--- src/logic/bus_bridge_pkg.sv ---
// Fixed widths and timing for the bridge with the UART baud rate set by the clock over CLKS_PER_BIT
package bus_bridge_pkg;

    typedef enum logic [1:0] {
        OP_WRITE = 2'd0,  // Bus write cycle
        OP_READ  = 2'd1,  // Bus read cycle
        OP_BAD   = 2'd2   // Rejected line, reply only
    } op_t;

    typedef enum logic [2:0] {
        EX_RESET  = 3'd0, // Peripheral held in reset
        EX_IDLE   = 3'd1, // Ready for a command
        EX_SETUP  = 3'd2, // Address and data settle
        EX_STROBE = 3'd3, // bus_wr or bus_rd high
        EX_HOLD   = 3'd4  // Strobe low, bus still driven
    } exec_state_t;

    localparam int CLKS_PER_BIT  = 8;   // Clock cycles per UART bit
    localparam int RESET_HOLD    = 100; // Peripheral reset length in cycles
    localparam int STROBE_CYCLES = 4;   // Width of bus_wr or bus_rd
    localparam int ADDR_W        = 3;
    localparam int DATA_W        = 8;

    localparam logic [7:0] ASCII_CR = 8'h0d;
    localparam logic [7:0] ASCII_LF = 8'h0a;

    // Command keywords, first character in the top byte
    localparam logic [87:0] KW_WRITE     = "pb_i_write,";
    localparam logic [79:0] KW_READ      = "pb_i_read,";
    localparam logic [3:0]  KW_WRITE_LEN = 4'd11;
    localparam logic [3:0]  KW_READ_LEN  = 4'd10;

endpackage

--- src/logic/bus_bridge_top.sv ---
// Line based UART bridge with no flow control so the host must wait for each reply
`timescale 1ns/1ns
module bus_bridge_top (
    input  logic                              clock,
    input  logic                              arst_n,
    input  logic                              rxd,
    output logic                              txd,
    input  logic [bus_bridge_pkg::DATA_W-1:0] bus_rdata,
    output logic [bus_bridge_pkg::ADDR_W-1:0] bus_addr,
    output logic [bus_bridge_pkg::DATA_W-1:0] bus_data,
    output logic                              bus_wr,
    output logic                              bus_rd,
    output logic                              bus_reset,
    output logic                              bus_enable
);
    logic                              rx_valid;
    logic [bus_bridge_pkg::DATA_W-1:0] rx_byte;
    logic                              bus_ready;
    logic                              reply_done;
    logic                              cmd_valid;
    bus_bridge_pkg::op_t               cmd_op;
    logic [bus_bridge_pkg::ADDR_W-1:0] cmd_addr;
    logic [bus_bridge_pkg::DATA_W-1:0] cmd_data;
    logic                              done_valid;
    logic [bus_bridge_pkg::DATA_W-1:0] done_data;
    logic                              tx_valid;
    logic [bus_bridge_pkg::DATA_W-1:0] tx_byte;
    logic                              tx_busy;

    uart_rx u_uart_rx (
        .clock(clock), .arst_n(arst_n), .rxd(rxd),
        .rx_valid(rx_valid), .rx_byte(rx_byte)
    );

    cmd_decode u_cmd_decode (
        .clock(clock), .arst_n(arst_n), .rx_valid(rx_valid), .rx_byte(rx_byte),
        .bus_ready(bus_ready), .reply_done(reply_done), .cmd_valid(cmd_valid),
        .cmd_op(cmd_op), .cmd_addr(cmd_addr), .cmd_data(cmd_data)
    );

    bus_execute u_bus_execute (
        .clock(clock), .arst_n(arst_n), .cmd_valid(cmd_valid), .cmd_op(cmd_op),
        .cmd_addr(cmd_addr), .cmd_data(cmd_data), .bus_rdata(bus_rdata),
        .bus_ready(bus_ready), .done_valid(done_valid), .done_data(done_data),
        .bus_addr(bus_addr), .bus_data(bus_data), .bus_wr(bus_wr), .bus_rd(bus_rd),
        .bus_reset(bus_reset), .bus_enable(bus_enable)
    );

    reply_format u_reply_format (
        .clock(clock), .arst_n(arst_n), .cmd_valid(cmd_valid), .cmd_op(cmd_op),
        .done_valid(done_valid), .done_data(done_data), .tx_busy(tx_busy),
        .tx_valid(tx_valid), .tx_byte(tx_byte), .reply_done(reply_done)
    );

    uart_tx u_uart_tx (
        .clock(clock), .arst_n(arst_n), .tx_valid(tx_valid), .tx_byte(tx_byte),
        .txd(txd), .tx_busy(tx_busy)
    );

endmodule

--- src/logic/bus_execute.sv ---
// Peripheral reset is released once after arst_n and a started bus cycle always runs to its end
`timescale 1ns/1ns
module bus_execute (
    input  logic                              clock,
    input  logic                              arst_n,
    input  logic                              cmd_valid,
    input  bus_bridge_pkg::op_t               cmd_op,
    input  logic [bus_bridge_pkg::ADDR_W-1:0] cmd_addr,
    input  logic [bus_bridge_pkg::DATA_W-1:0] cmd_data,
    input  logic [bus_bridge_pkg::DATA_W-1:0] bus_rdata,
    output logic                              bus_ready,
    output logic                              done_valid,
    output logic [bus_bridge_pkg::DATA_W-1:0] done_data,
    output logic [bus_bridge_pkg::ADDR_W-1:0] bus_addr,
    output logic [bus_bridge_pkg::DATA_W-1:0] bus_data,
    output logic                              bus_wr,
    output logic                              bus_rd,
    output logic                              bus_reset,
    output logic                              bus_enable
);
    bus_bridge_pkg::exec_state_t state;
    logic [7:0]                  cnt;     // Reset hold and strobe width
    logic                        is_read; // Current cycle is a read

    assign bus_ready = (state == bus_bridge_pkg::EX_IDLE);

    always_ff @(posedge clock or negedge arst_n) begin
        if (!arst_n) begin
            state      <= bus_bridge_pkg::EX_RESET;
            cnt        <= '0;
            is_read    <= 1'b0;
            done_valid <= 1'b0;
            done_data  <= '0;
            bus_addr   <= '0;
            bus_data   <= '0;
            bus_wr     <= 1'b0;
            bus_rd     <= 1'b0;
            bus_reset  <= 1'b1;               // Peripheral held in reset
            bus_enable <= 1'b0;
        end else begin
            done_valid <= 1'b0;
            case (state)
                bus_bridge_pkg::EX_RESET: begin
                    if (cnt == 8'(bus_bridge_pkg::RESET_HOLD - 1)) begin
                        bus_reset  <= 1'b0;   // Release and enable board together
                        bus_enable <= 1'b1;
                        state      <= bus_bridge_pkg::EX_IDLE;
                    end else begin
                        cnt <= cnt + 8'd1;
                    end
                end
                bus_bridge_pkg::EX_IDLE: begin
                    if (cmd_valid && cmd_op != bus_bridge_pkg::OP_BAD) begin
                        bus_addr <= cmd_addr;
                        if (cmd_op == bus_bridge_pkg::OP_WRITE) begin
                            bus_data <= cmd_data; // Reads keep last data
                        end
                        is_read <= (cmd_op == bus_bridge_pkg::OP_READ);
                        state   <= bus_bridge_pkg::EX_SETUP;
                    end
                end
                bus_bridge_pkg::EX_SETUP: begin
                    bus_wr <= !is_read;
                    bus_rd <= is_read;
                    cnt    <= '0;
                    state  <= bus_bridge_pkg::EX_STROBE;
                end
                bus_bridge_pkg::EX_STROBE: begin
                    if (cnt == 8'(bus_bridge_pkg::STROBE_CYCLES - 1)) begin
                        bus_wr <= 1'b0;
                        bus_rd <= 1'b0;
                        if (is_read) begin
                            done_data <= bus_rdata; // Last strobe cycle
                        end
                        state <= bus_bridge_pkg::EX_HOLD;
                    end else begin
                        cnt <= cnt + 8'd1;
                    end
                end
                bus_bridge_pkg::EX_HOLD: begin
                    done_valid <= 1'b1;
                    state      <= bus_bridge_pkg::EX_IDLE;
                end
                default: state <= bus_bridge_pkg::EX_IDLE;
            endcase
        end
    end

endmodule

--- src/logic/cmd_decode.sv ---
// Keywords must be exact lower case and every byte is dropped while a command is in flight
`timescale 1ns/1ns
module cmd_decode (
    input  logic                              clock,
    input  logic                              arst_n,
    input  logic                              rx_valid,
    input  logic [bus_bridge_pkg::DATA_W-1:0] rx_byte,
    input  logic                              bus_ready,
    input  logic                              reply_done,
    output logic                              cmd_valid,
    output bus_bridge_pkg::op_t               cmd_op,
    output logic [bus_bridge_pkg::ADDR_W-1:0] cmd_addr,
    output logic [bus_bridge_pkg::DATA_W-1:0] cmd_data
);
    logic [3:0]          pos;        // Characters in this line, saturates
    logic                match_wr;   // Line still fits the write form
    logic                match_rd;   // Line still fits the read form
    logic                pending;    // Line complete, bus not ready
    logic                waiting;    // Command out, reply not yet sent
    logic [4:0]          hex;        // Valid flag and nibble of rx_byte
    logic [7:0]          kw_wr_char; // Expected write keyword char at pos
    logic [7:0]          kw_rd_char; // Expected read keyword char at pos
    bus_bridge_pkg::op_t line_op;    // Verdict if CR came now

    function automatic logic [4:0] hex_decode(input logic [7:0] c);
        if (c >= "0" && c <= "9") begin
            return {1'b1, 4'(c - "0")};
        end else if (c >= "a" && c <= "f") begin
            return {1'b1, 4'(c - "a" + 8'd10)};
        end else if (c >= "A" && c <= "F") begin
            return {1'b1, 4'(c - "A" + 8'd10)};
        end
        return 5'd0;                          // Not a hex digit
    endfunction

    assign hex        = hex_decode(rx_byte);
    assign kw_wr_char = bus_bridge_pkg::KW_WRITE[8*(bus_bridge_pkg::KW_WRITE_LEN - 4'd1 - pos) +: 8];
    assign kw_rd_char = bus_bridge_pkg::KW_READ[8*(bus_bridge_pkg::KW_READ_LEN - 4'd1 - pos) +: 8];

    always_comb begin
        if (match_wr && pos == bus_bridge_pkg::KW_WRITE_LEN + 4'd3) begin      // Addr and 2 data
            line_op = bus_bridge_pkg::OP_WRITE;
        end else if (match_rd && pos == bus_bridge_pkg::KW_READ_LEN + 4'd1) begin // Addr only
            line_op = bus_bridge_pkg::OP_READ;
        end else begin
            line_op = bus_bridge_pkg::OP_BAD;
        end
    end

    always_ff @(posedge clock or negedge arst_n) begin
        if (!arst_n) begin
            pos       <= '0;
            match_wr  <= 1'b1;
            match_rd  <= 1'b1;
            pending   <= 1'b0;
            waiting   <= 1'b0;
            cmd_valid <= 1'b0;
            cmd_op    <= bus_bridge_pkg::OP_BAD;
            cmd_addr  <= '0;
            cmd_data  <= '0;
        end else begin
            cmd_valid <= 1'b0;
            if (waiting) begin
                waiting <= !reply_done;
            end else if (pending) begin
                if (bus_ready) begin          // Held until peripheral released
                    cmd_valid <= 1'b1;
                    pending   <= 1'b0;
                    waiting   <= 1'b1;
                end
            end else if (rx_valid && rx_byte == bus_bridge_pkg::ASCII_CR) begin
                cmd_op   <= line_op;
                pos      <= '0;               // Fresh line
                match_wr <= 1'b1;
                match_rd <= 1'b1;
                cmd_valid <= bus_ready;
                waiting   <= bus_ready;
                pending   <= !bus_ready;
            end else if (rx_valid && rx_byte != bus_bridge_pkg::ASCII_LF) begin
                if (pos != 4'hf) begin
                    pos <= pos + 4'd1;
                end
                if (pos < bus_bridge_pkg::KW_WRITE_LEN) begin
                    match_wr <= match_wr && rx_byte == kw_wr_char;
                end else if (pos == bus_bridge_pkg::KW_WRITE_LEN) begin
                    match_wr <= match_wr && hex[4] && !hex[3]; // Address 0 to 7
                end else if (pos < bus_bridge_pkg::KW_WRITE_LEN + 4'd3) begin
                    match_wr <= match_wr && hex[4];
                end else begin
                    match_wr <= 1'b0;         // Too long
                end
                if (pos < bus_bridge_pkg::KW_READ_LEN) begin
                    match_rd <= match_rd && rx_byte == kw_rd_char;
                end else if (pos == bus_bridge_pkg::KW_READ_LEN) begin
                    match_rd <= match_rd && hex[4] && !hex[3];
                end else begin
                    match_rd <= 1'b0;
                end
                if (pos == bus_bridge_pkg::KW_READ_LEN || pos == bus_bridge_pkg::KW_WRITE_LEN) begin
                    cmd_addr <= hex[bus_bridge_pkg::ADDR_W-1:0]; // Write form overwrites later
                end
                if (pos == bus_bridge_pkg::KW_WRITE_LEN + 4'd1) begin
                    cmd_data[bus_bridge_pkg::DATA_W-1 -: 4] <= hex[3:0]; // High nibble
                end
                if (pos == bus_bridge_pkg::KW_WRITE_LEN + 4'd2) begin
                    cmd_data[3:0] <= hex[3:0];
                end
            end
        end
    end

endmodule

--- src/logic/reply_format.sv ---
// Holds one reply of at most six bytes and assumes no new command arrives while it is sent
`timescale 1ns/1ns
module reply_format (
    input  logic                              clock,
    input  logic                              arst_n,
    input  logic                              cmd_valid,
    input  bus_bridge_pkg::op_t               cmd_op,
    input  logic                              done_valid,
    input  logic [bus_bridge_pkg::DATA_W-1:0] done_data,
    input  logic                              tx_busy,
    output logic                              tx_valid,
    output logic [bus_bridge_pkg::DATA_W-1:0] tx_byte,
    output logic                              reply_done
);
    logic [47:0]         msg;       // Reply text, next byte on top
    logic [2:0]          left;      // Bytes still to send
    logic                busy_q;    // tx_busy a cycle ago
    logic                last_sent; // Final byte just strobed
    bus_bridge_pkg::op_t op_q;      // Opcode of command in flight

    function automatic logic [7:0] hex_char(input logic [3:0] n);
        return (n < 4'd10) ? "0" + {4'h0, n} : "A" - 8'd10 + {4'h0, n}; // Upper case
    endfunction

    always_ff @(posedge clock or negedge arst_n) begin
        if (!arst_n) begin
            msg        <= '0;
            left       <= '0;
            busy_q     <= 1'b0;
            last_sent  <= 1'b0;
            op_q       <= bus_bridge_pkg::OP_BAD;
            tx_valid   <= 1'b0;
            tx_byte    <= '0;
            reply_done <= 1'b0;
        end else begin
            busy_q     <= tx_busy;
            tx_valid   <= 1'b0;
            last_sent  <= 1'b0;
            reply_done <= last_sent;          // Transmitter has taken the LF
            if (cmd_valid) begin
                op_q <= cmd_op;
            end
            if (cmd_valid && cmd_op == bus_bridge_pkg::OP_BAD) begin
                msg  <= {"Fail", bus_bridge_pkg::ASCII_CR, bus_bridge_pkg::ASCII_LF};
                left <= 3'd6;
            end else if (done_valid && op_q == bus_bridge_pkg::OP_READ) begin
                msg  <= {"D", hex_char(done_data[bus_bridge_pkg::DATA_W-1 -: 4]),
                         hex_char(done_data[3:0]), bus_bridge_pkg::ASCII_CR,
                         bus_bridge_pkg::ASCII_LF, 8'h00};
                left <= 3'd5;
            end else if (done_valid) begin
                msg  <= {"Pass", bus_bridge_pkg::ASCII_CR, bus_bridge_pkg::ASCII_LF};
                left <= 3'd6;
            end else if (left != '0 && !tx_busy && !busy_q && !tx_valid) begin // Line free
                tx_byte   <= msg[47 -: bus_bridge_pkg::DATA_W];
                tx_valid  <= 1'b1;
                msg       <= msg << bus_bridge_pkg::DATA_W;
                left      <= left - 3'd1;
                last_sent <= (left == 3'd1);
            end
        end
    end

endmodule

--- src/logic/uart_rx.sv ---
// Expects 8N1 at clock/CLKS_PER_BIT baud and silently drops frames whose stop bit is low
`timescale 1ns/1ns
module uart_rx (
    input  logic                              clock,
    input  logic                              arst_n,
    input  logic                              rxd,
    output logic                              rx_valid,
    output logic [bus_bridge_pkg::DATA_W-1:0] rx_byte
);
    typedef logic [$clog2(bus_bridge_pkg::CLKS_PER_BIT)-1:0] cnt_t;

    logic [2:0] rxd_q;   // Two sync flops plus edge history
    logic       busy;    // Frame in progress
    logic [3:0] bit_idx; // 0 start, 1 to 8 data, 9 stop, 10 tail
    cnt_t       cnt;     // Cycles to next sample point
    logic       stop_ok; // Stop bit sampled high

    always_ff @(posedge clock or negedge arst_n) begin
        if (!arst_n) begin
            rxd_q    <= 3'b111;              // Line idles high
            busy     <= 1'b0;
            bit_idx  <= '0;
            cnt      <= '0;
            stop_ok  <= 1'b0;
            rx_valid <= 1'b0;
            rx_byte  <= '0;
        end else begin
            rxd_q    <= {rxd_q[1:0], rxd};
            rx_valid <= 1'b0;                 // Strobe by default low
            if (!busy) begin
                if (rxd_q[2] && !rxd_q[1]) begin  // Falling edge opens a frame
                    busy    <= 1'b1;
                    bit_idx <= '0;
                    cnt     <= cnt_t'(bus_bridge_pkg::CLKS_PER_BIT / 2 - 1); // To mid start bit
                end
            end else if (cnt != '0) begin
                cnt <= cnt - 1'b1;
            end else begin
                cnt     <= cnt_t'(bus_bridge_pkg::CLKS_PER_BIT - 1);
                bit_idx <= bit_idx + 4'd1;
                case (bit_idx)
                    4'd0: busy <= !rxd_q[1];      // Start bit gone high means glitch
                    4'd9: begin
                        stop_ok <= rxd_q[1];
                        cnt     <= cnt_t'(bus_bridge_pkg::CLKS_PER_BIT / 2 - 1); // Half bit on
                    end
                    4'd10: begin
                        busy     <= 1'b0;
                        rx_valid <= stop_ok;      // No strobe on framing error
                    end
                    default: rx_byte <= {rxd_q[1], rx_byte[bus_bridge_pkg::DATA_W-1:1]}; // LSB first
                endcase
            end
        end
    end

endmodule

--- src/logic/uart_tx.sv ---
// Sends 8N1 frames of 10*CLKS_PER_BIT cycles and ignores any strobe that arrives while busy
`timescale 1ns/1ns
module uart_tx (
    input  logic                              clock,
    input  logic                              arst_n,
    input  logic                              tx_valid,
    input  logic [bus_bridge_pkg::DATA_W-1:0] tx_byte,
    output logic                              txd,
    output logic                              tx_busy
);
    typedef logic [$clog2(bus_bridge_pkg::CLKS_PER_BIT)-1:0] cnt_t;

    logic [bus_bridge_pkg::DATA_W+1:0] frame;     // Stop, data and start bits, LSB out first
    logic [3:0]                        bits_left; // Bit periods after the current one
    cnt_t                              cnt;       // Cycles left in current bit

    always_ff @(posedge clock or negedge arst_n) begin
        if (!arst_n) begin
            frame     <= '1;                  // Idle line high
            tx_busy   <= 1'b0;
            bits_left <= '0;
            cnt       <= '0;
        end else if (!tx_busy) begin
            if (tx_valid) begin
                frame     <= {1'b1, tx_byte, 1'b0};
                tx_busy   <= 1'b1;
                bits_left <= 4'd9;
                cnt       <= cnt_t'(bus_bridge_pkg::CLKS_PER_BIT - 1);
            end
        end else if (cnt != '0) begin
            cnt <= cnt - 1'b1;
        end else if (bits_left == '0) begin
            tx_busy <= 1'b0;                  // End of stop bit
        end else begin
            frame     <= {1'b1, frame[bus_bridge_pkg::DATA_W+1:1]}; // Ones fill behind
            bits_left <= bits_left - 4'd1;
            cnt       <= cnt_t'(bus_bridge_pkg::CLKS_PER_BIT - 1);
        end
    end

    assign txd = frame[0];                    // Registered, glitch free

endmodule

--- config.mk ---
export PLATFORM = sky130hd
export DESIGN_NAME = bus_bridge_top
export DESIGN_NICKNAME = d
export VERILOG_FILES = /design/src/logic/bus_bridge_pkg.sv /design/src/logic/bus_bridge_top.sv /design/src/logic/bus_execute.sv /design/src/logic/cmd_decode.sv /design/src/logic/reply_format.sv /design/src/logic/uart_rx.sv /design/src/logic/uart_tx.sv
export SDC_FILE = /design/constraint.sdc
export NUM_CORES = 1
export LEC_CHECK = 0
export ABC_AREA = 0
export BUFFER_PORTS_ARGS = -buffer_cell sky130_fd_sc_hd__buf_2
export CAP_MARGIN = 0
export CORE_UTILIZATION = 35
export CTS_CLUSTER_SIZE = 40
export DETAILED_ROUTE_END_ITERATION = 8
export GPL_TIMING_DRIVEN = 0
export PLACE_DENSITY = 0.58
export REMOVE_ABC_BUFFERS = 1
export SLEW_MARGIN = 20
export SYNTH_ARGS = -nofsm -noshare
export SYNTH_HDL_FRONTEND = slang
export SYNTH_SLANG_ARGS = --single-unit
--- constraint.sdc ---
create_clock -name clock -period 3.35 [get_ports clock]
set_clock_uncertainty 0.05 [all_clocks]
set_input_delay 0.5025 -clock clock [delete_from_list [all_inputs] [get_ports clock]]
set_output_delay 0.5025 -clock clock [all_outputs]
set_load 0.01 [all_outputs]
==> results.py, run 1 <==
metrics = {
    "power": {
        "power-per-cell-area_nw_per_um2": 527,
        "peakVddDrop_mv": 0.376,
        "power_w": 0.00446,
        "total_leakage_power_nw": 3.77,
    },
    "setup_path": {
        "worst_setup_path_end_kind": "flip-flop",
        "cp-start-kind": "flip-flop",
        "r2r_slack_ns": 0.34,
        "r2r-start": "u_cmd_decode.pos[2]$_DFFE_PN0P_",
        "cp.arrival_ns": 3.33,
        "r2r-end": "u_cmd_decode.match_rd$_DFFE_PN1P_",
        "cp.required_ns": 3.66,
        "path_max_fanout": 20,
        "criticalPathCategory": "flip-flop to flip-flop",
        "rr_worst_depth": 10,
    },
    "finish": {
        "final_util": 0.403,
        "syn_to_final_growth_pct": 13.0,
        "nets": 790,
        "drive_gt1_frac": 0.200,
        "antennaDiodeCount": 0,
    },
    "hold_path": {
        "worst_hold_path_type": "input pin to async pin",
    },
    "timing": {
        "rsz0062_at_grt": "false",
        "slew_viol_final": 0,
        "hold_viol_final": 0,
        "worst_hold_slack_ns": 0.00584,
        "maxSlewHeadroom": 0.369,
        "setup_slack_ns": 0.338,
        "fmax_mhz": 332,
        "setup_viol": 0,
        "fin_crit_sh": 0.899,
        "tightest_slew_ns": 0.943,
        "period_needed_ns": 3.01,
    },
    "synth": {
        "async_flop_share": 1.00,
        "yosysSeqAreaShare": 0.474,
        "netlist_area_um2": 7490,
        "yosysTopAreaCell": "dfrtp_1",
        "yosys_warnings": 0,
        "syn_inst": 744,
        "synth_seq_cells": 141,
        "yosys-top-cells-count": "dfrtp_1 (124), nand2_1 (70), nor2_1 (64), o21ai_0 (54), a21oi_1 (49)",
        "synth_top_area_share": 0.414,
        "synth-edff-count": 0,
        "synthDistinctLibCells": 77,
        "synth.avg_cell_area_um2": 10.1,
        "yosysMostFrequentCell": "dfrtp_1",
        "synthTopCellsByArea": "dfrtp_1 (41%), mux2_2 (6.6%), dfstp_2 (6.0%)",
        "synth_ff_type": "dfrtp_1",
    },
    "clock_network": {
        "clk_pin_slew_ns": 0.06,
        "hold_buffers": 0,
        "cts_tree": "yes",
        "h-tree-depth": 4,
        "cts_sinks": 141,
        "cts_buffer_depth": 2,
        "cts-root-buf": "clkbuf_16",
        "cts_buffers": 17,
        "cts_setup_buffers": 0,
        "clock_latency_ns": 0.42,
        "cts-resized-gates": 0,
    },
    "detailed_routing": {
        "drtIter0Drc": 301,
        "detail-route-antenna-nets": 0,
        "drt-pass1-iter-count": 5,
        "drt_wl_total_um": 15600,
        "viasPerCell": 5.17,
        "vias": 5374,
        "post_drt_wl_per_cell_um": 15.0,
        "drc": 0,
    },
    "flow_run": {
        "drv_cap": 0,
    },
    "die": {
        "die_x_um": 148,
        "rows": 53,
        "die_y_um": 148,
        "die_area_um2": 22000,
        "ios": 27,
        "start_util": 0.356,
        "core-area_um2": 21000,
    },
    "placement": {
        "place.gp.congestion": 0.834,
        "io_buffers": 26,
        "dp_hpwl_um": 10500,
        "pre_cts_ws_ns": 0.231,
    },
    "global_routing": {
        "track_usage": 0.155,
        "grt_max_degree": 78,
        "gr-total-overflow": 0,
        "grt_pass1_vias": 5163,
        "grt_pass1_wl_um": 26900,
        "antenna_found_initial": 0,
    },
    "run_status": {
        "status": "finished, final reports clean",
    },
}
## sequential cells by signal, indices dropped and copies added, names as in the netlist, 2 cells and up
name,count
u_reply_format.left,3
u_reply_format.msg,29
u_reply_format.op_q,2
u_uart_rx.cnt,3
u_uart_rx.bit_idx,4
u_uart_tx.cnt,3
u_cmd_decode.cmd_addr,3
u_uart_rx.rxd_q,3
u_uart_tx.frame,9
u_reply_format.tx_byte,7
u_cmd_decode.cmd_op,2
u_bus_execute.bus_addr,3
u_bus_execute.state,3
u_cmd_decode.cmd_data,8
u_cmd_decode.pos,4
u_bus_execute.bus_data,8
u_bus_execute.done_data,8
u_uart_tx.bits_left,4
u_bus_execute.cnt,8
u_uart_rx.rx_byte,8
## power by group
part | internal (W) | switching [W] | leakage [nW]
sequential | 0.00178 | 0.000159 | 1.86
combinational | 0.000210 | 0.000259 | 1.60
clock | 0.00128 | 0.000768 | 0.310
total | 0.00327 | 0.00119 | 3.77
## routing by layer
layer  part of all wire  GRT usage  routed length, µm
met1               0.50      0.223               7870
met2               0.44      0.226               6840
met3              0.037     0.0294                578
met4              0.022     0.0655                338
met5                  0          0                  0
## worst max-delay path, cell delays in order, from the launching register on
cell and delay (ns):
dfrtp_1 0.79, inv_1 0.21, ha_1 0.30, inv_1 0.10, ha_1 0.34, nand3b_1 0.14
o211ai_1 0.12, xnor2_1 0.15, a2111oi_0 0.39, o2111ai_1 0.22, nand3_1 0.13
## per-stage QoR
step	instances	TNS (ns)	cell area (µm²)
6_report	1040	0	8460
5_1_grt	1040	0	8460
4_1_cts	1040	0	8460
3_5_place_dp	1008	0	7810
3_3_place_gp	1007	-43.11	7770
2_1_floorplan	706	0	7300
## worst max path at each step
stage / depth (start not counted) / startpoint / end
2_1_floorplan: 7 / u_cmd_decode.pos[0]$_DFFE_PN0P_ / u_cmd_decode.match_wr$_DFFE_PN1P_
3_3_place_gp: 1 / arst_n / u_bus_execute.bus_addr[0]$_DFFE_PN0P_
3_5_place_dp: 7 / u_cmd_decode.pos[0]$_DFFE_PN0P_ / u_cmd_decode.match_wr$_DFFE_PN1P_
4_1_cts: 7 / u_cmd_decode.pos[0]$_DFFE_PN0P_ / u_cmd_decode.match_wr$_DFFE_PN1P_
5_1_grt: 9 / u_cmd_decode.pos[2]$_DFFE_PN0P_ / u_cmd_decode.match_rd$_DFFE_PN1P_
6_report: 10 / u_cmd_decode.pos[2]$_DFFE_PN0P_ / u_cmd_decode.match_rd$_DFFE_PN1P_
## logic make-up (layout without fill, tap and decap cells)
logic type      after synthesis  count (layout)  synth area share
compound gates              183             183             0.162
flops                       141             141             0.474
buf+inv                      78              99            0.0451
mux                          57              57            0.0836
fa+ha+maj                    27              27            0.0451
simple gates                233             233             0.159
xor+xnor                     25              25            0.0313
## layout make-up
class	instances	area, µm²
fill	1999	12600
multi-input combinational	525	3610
sequential	141	3550
clock buffer	18	439
tap	275	344
clock inverter	14	204
timing repair buffer	27	168
inverter	40	150
## placed cells by master (no fill, tap or decap), types with 13 or more instances in the layout
cell,n
clkbuf_16,17
mux2_2,44
nor3_1,13
dfstp_2,17
inv_1,39
nor2_1,63
o21ai_0,54
xnor2_1,14
a21oi_1,48
nand2_1,70
nand3_1,16
ha_1,27
dfrtp_1,123
mux2i_1,13
buf_2,25
Note: power is estimated with default switching activity, not from simulation.
==> inputs of run 2 (changes only) <==
--- a/config.mk
+++ b/config.mk
@@ -8,10 +8,12 @@
 export ABC_AREA = 0
 export BUFFER_PORTS_ARGS = -buffer_cell sky130_fd_sc_hd__buf_2
 export CAP_MARGIN = 0
+export CORE_MARGIN = 5
 export CORE_UTILIZATION = 35
 export CTS_CLUSTER_SIZE = 40
 export DETAILED_ROUTE_END_ITERATION = 8
 export GPL_TIMING_DRIVEN = 0
+export HOLD_SLACK_MARGIN = 0.06
 export PLACE_DENSITY = 0.58
 export REMOVE_ABC_BUFFERS = 1
 export SLEW_MARGIN = 20
==> run 2 against run 1 <==
- global-route usage is 1.6 points lower
- worst setup slack got worse by 0.0059 ns
- register-to-register slack is essentially flat
- sequential power barely moved
- critical path type unchanged
==> results.py, run 2 (synthesis gave the netlist of run 1 again) <==
metrics = {
    "setup_path": {
        "cp-start-kind": "flip-flop",
        "worst_setup_path_end_kind": "flip-flop",
        "path_max_fanout": 13,
        "rr_worst_depth": 8,
        "criticalPathCategory": "flip-flop to flip-flop",
        "cp.required_ns": 3.60,
        "cp.arrival_ns": 3.27,
    },
    "timing": {
        "setup_viol": 0,
        "period_needed_ns": 3.02,
        "maxSlewHeadroom": 0.383,
        "worst_hold_slack_ns": 0.127,
        "fin_setup_tns_ns": 0,
        "setup_slack_ns": 0.333,
        "slew_viol_final": 0,
        "fin_crit_sh": 0.901,
        "tightest_slew_ns": 0.920,
        "rsz0062_at_grt": "false",
        "hold_viol_final": 0,
        "fmax_mhz": 331,
    },
    "detailed_routing": {
        "detail-route-antenna-nets": 0,
        "viasPerCell": 5.18,
        "drc": 0,
        "drt_wl_total_um": 15900,
        "vias": 5394,
        "drt-pass1-iter-count": 5,
        "drtIter0Drc": 341,
        "post_drt_wl_per_cell_um": 15.3,
    },
    "global_routing": {
        "antenna_found_initial": 0,
        "gr-total-overflow": 0,
        "track_usage": 0.139,
        "grt_pass1_wl_um": 27500,
        "grt_max_degree": 72,
        "grt_pass1_vias": 5274,
    },
    "clock_network": {
        "clk_pin_slew_ns": 0.06,
        "cts_buffers": 17,
        "cts_sinks": 141,
        "cts-root-buf": "clkbuf_16",
        "cts_tree": "yes",
        "cts_buffer_depth": 2,
        "clock_latency_ns": 0.42,
        "h-tree-depth": 4,
        "cts_setup_buffers": 0,
    },
    "finish": {
        "top_register": "u_reply_format.msg",
        "largest_reg_flops": 29,
        "nets": 792,
        "syn_to_final_growth_pct": 12.3,
        "final_common_cell": "dfrtp_1",
        "final_util": 0.400,
        "top_regs": "u_reply_format.msg: 29 flops, u_uart_tx.frame: 9 flops",
        "final_cell_mix": "dfrtp_1 (123), nand2_1 (70), nor2_1 (63)",
        "drive_gt1_frac": 0.199,
        "antennaDiodeCount": 0,
    },
    "die": {
        "ios": 27,
        "start_util": 0.356,
        "die_area_um2": 24400,
        "core-area_um2": 21000,
        "die_x_um": 156,
        "die_y_um": 156,
        "rows": 53,
    },
    "power": {
        "power-per-cell-area_nw_per_um2": 501,
        "peakVddDrop_mv": 0.376,
        "power_w": 0.00421,
        "total_leakage_power_nw": 3.73,
    },
    "hold_path": {
        "worst_hold_path_type": "input pin to flip-flop",
        "min_path_cells": 1,
    },
    "placement": {
        "pre_cts_ws_ns": 0.236,
        "place.gp.congestion": 0.845,
        "io_buffers": 26,
        "dp_hpwl_um": 10900,
    },
    "run_status": {
        "status": "finished, final reports clean",
    },
    "flow_run": {
        "drv_cap": 0,
    },
}
## run 2: report_power, final
part / switching [W] / leakage (nW) / internal, W
sequential: 0.000155 / 1.86 / 0.00178
clock: 0.000743 / 0.261 / 0.00106
combinational: 0.000259 / 1.61 / 0.000212
total: 0.00116 / 3.73 / 0.00306
## run 2: worst max-delay path: stages, from the launching register on
cell and delay [ns]:
dfrtp_1 0.38, inv_1 0.07, ha_1 0.20, ha_1 0.20, nor4_1 0.64, nor2_1 0.28, nand2_1 0.44, o21ai_0 0.25
o32a_1 0.38
## run 2: area by class of cell
cell class / instances / area, µm²
clock buffers: 20 / 457
clock inverters: 12 / 111
fillers: 2032 / 12600
inverters: 40 / 150
multi-input cells: 525 / 3610
flip-flops and latches: 141 / 3550
well taps: 275 / 344
repair buffers: 29 / 189
## run 2: per-layer routing
layer  part of all wire  vias up  GRT usage
met5                  0        -          0
met4              0.017        0     0.0488
met3              0.034       26     0.0293
met2               0.44       90      0.207
met1               0.51     2613      0.200
li1                   -     2665          -
## run 2: path summary, 6_finish.rpt
kind	start	to	slack, ns
setup / recovery	u_reply_format.left[0]$_DFFE_PN0P_	u_reply_format.msg[30]$_DFFE_PN0P_	0.33
hold / removal	rxd	u_uart_rx.rxd_q[0]$_DFF_PN1_	0.13
setup reg to reg	u_reply_format.left[0]$_DFFE_PN0P_	u_reply_format.msg[30]$_DFFE_PN0P_	0.33
hold reg to reg	u_uart_rx.rxd_q[0]$_DFF_PN1_	u_uart_rx.rxd_q[1]$_DFF_PN1_	0.31
max in group asynchronous	arst_n	u_uart_rx.rxd_q[1]$_DFF_PN1_	1.88
min in group asynchronous	arst_n	u_uart_tx.cnt[2]$_DFFE_PN0P_	0.59
## run 2: stage by stage
step	std cells	area, µm²
floorplan	706	7300
global placement	1007	7770
detailed placement	1009	7830
CTS	1042	8400
global route	1042	8410
finish	1042	8410
## run 2: timing repair
item,CTS,global route
hold buffers,1,0
resized for setup,0,1
setup endpoints to repair,0,1
hold endpoints to repair,63,0
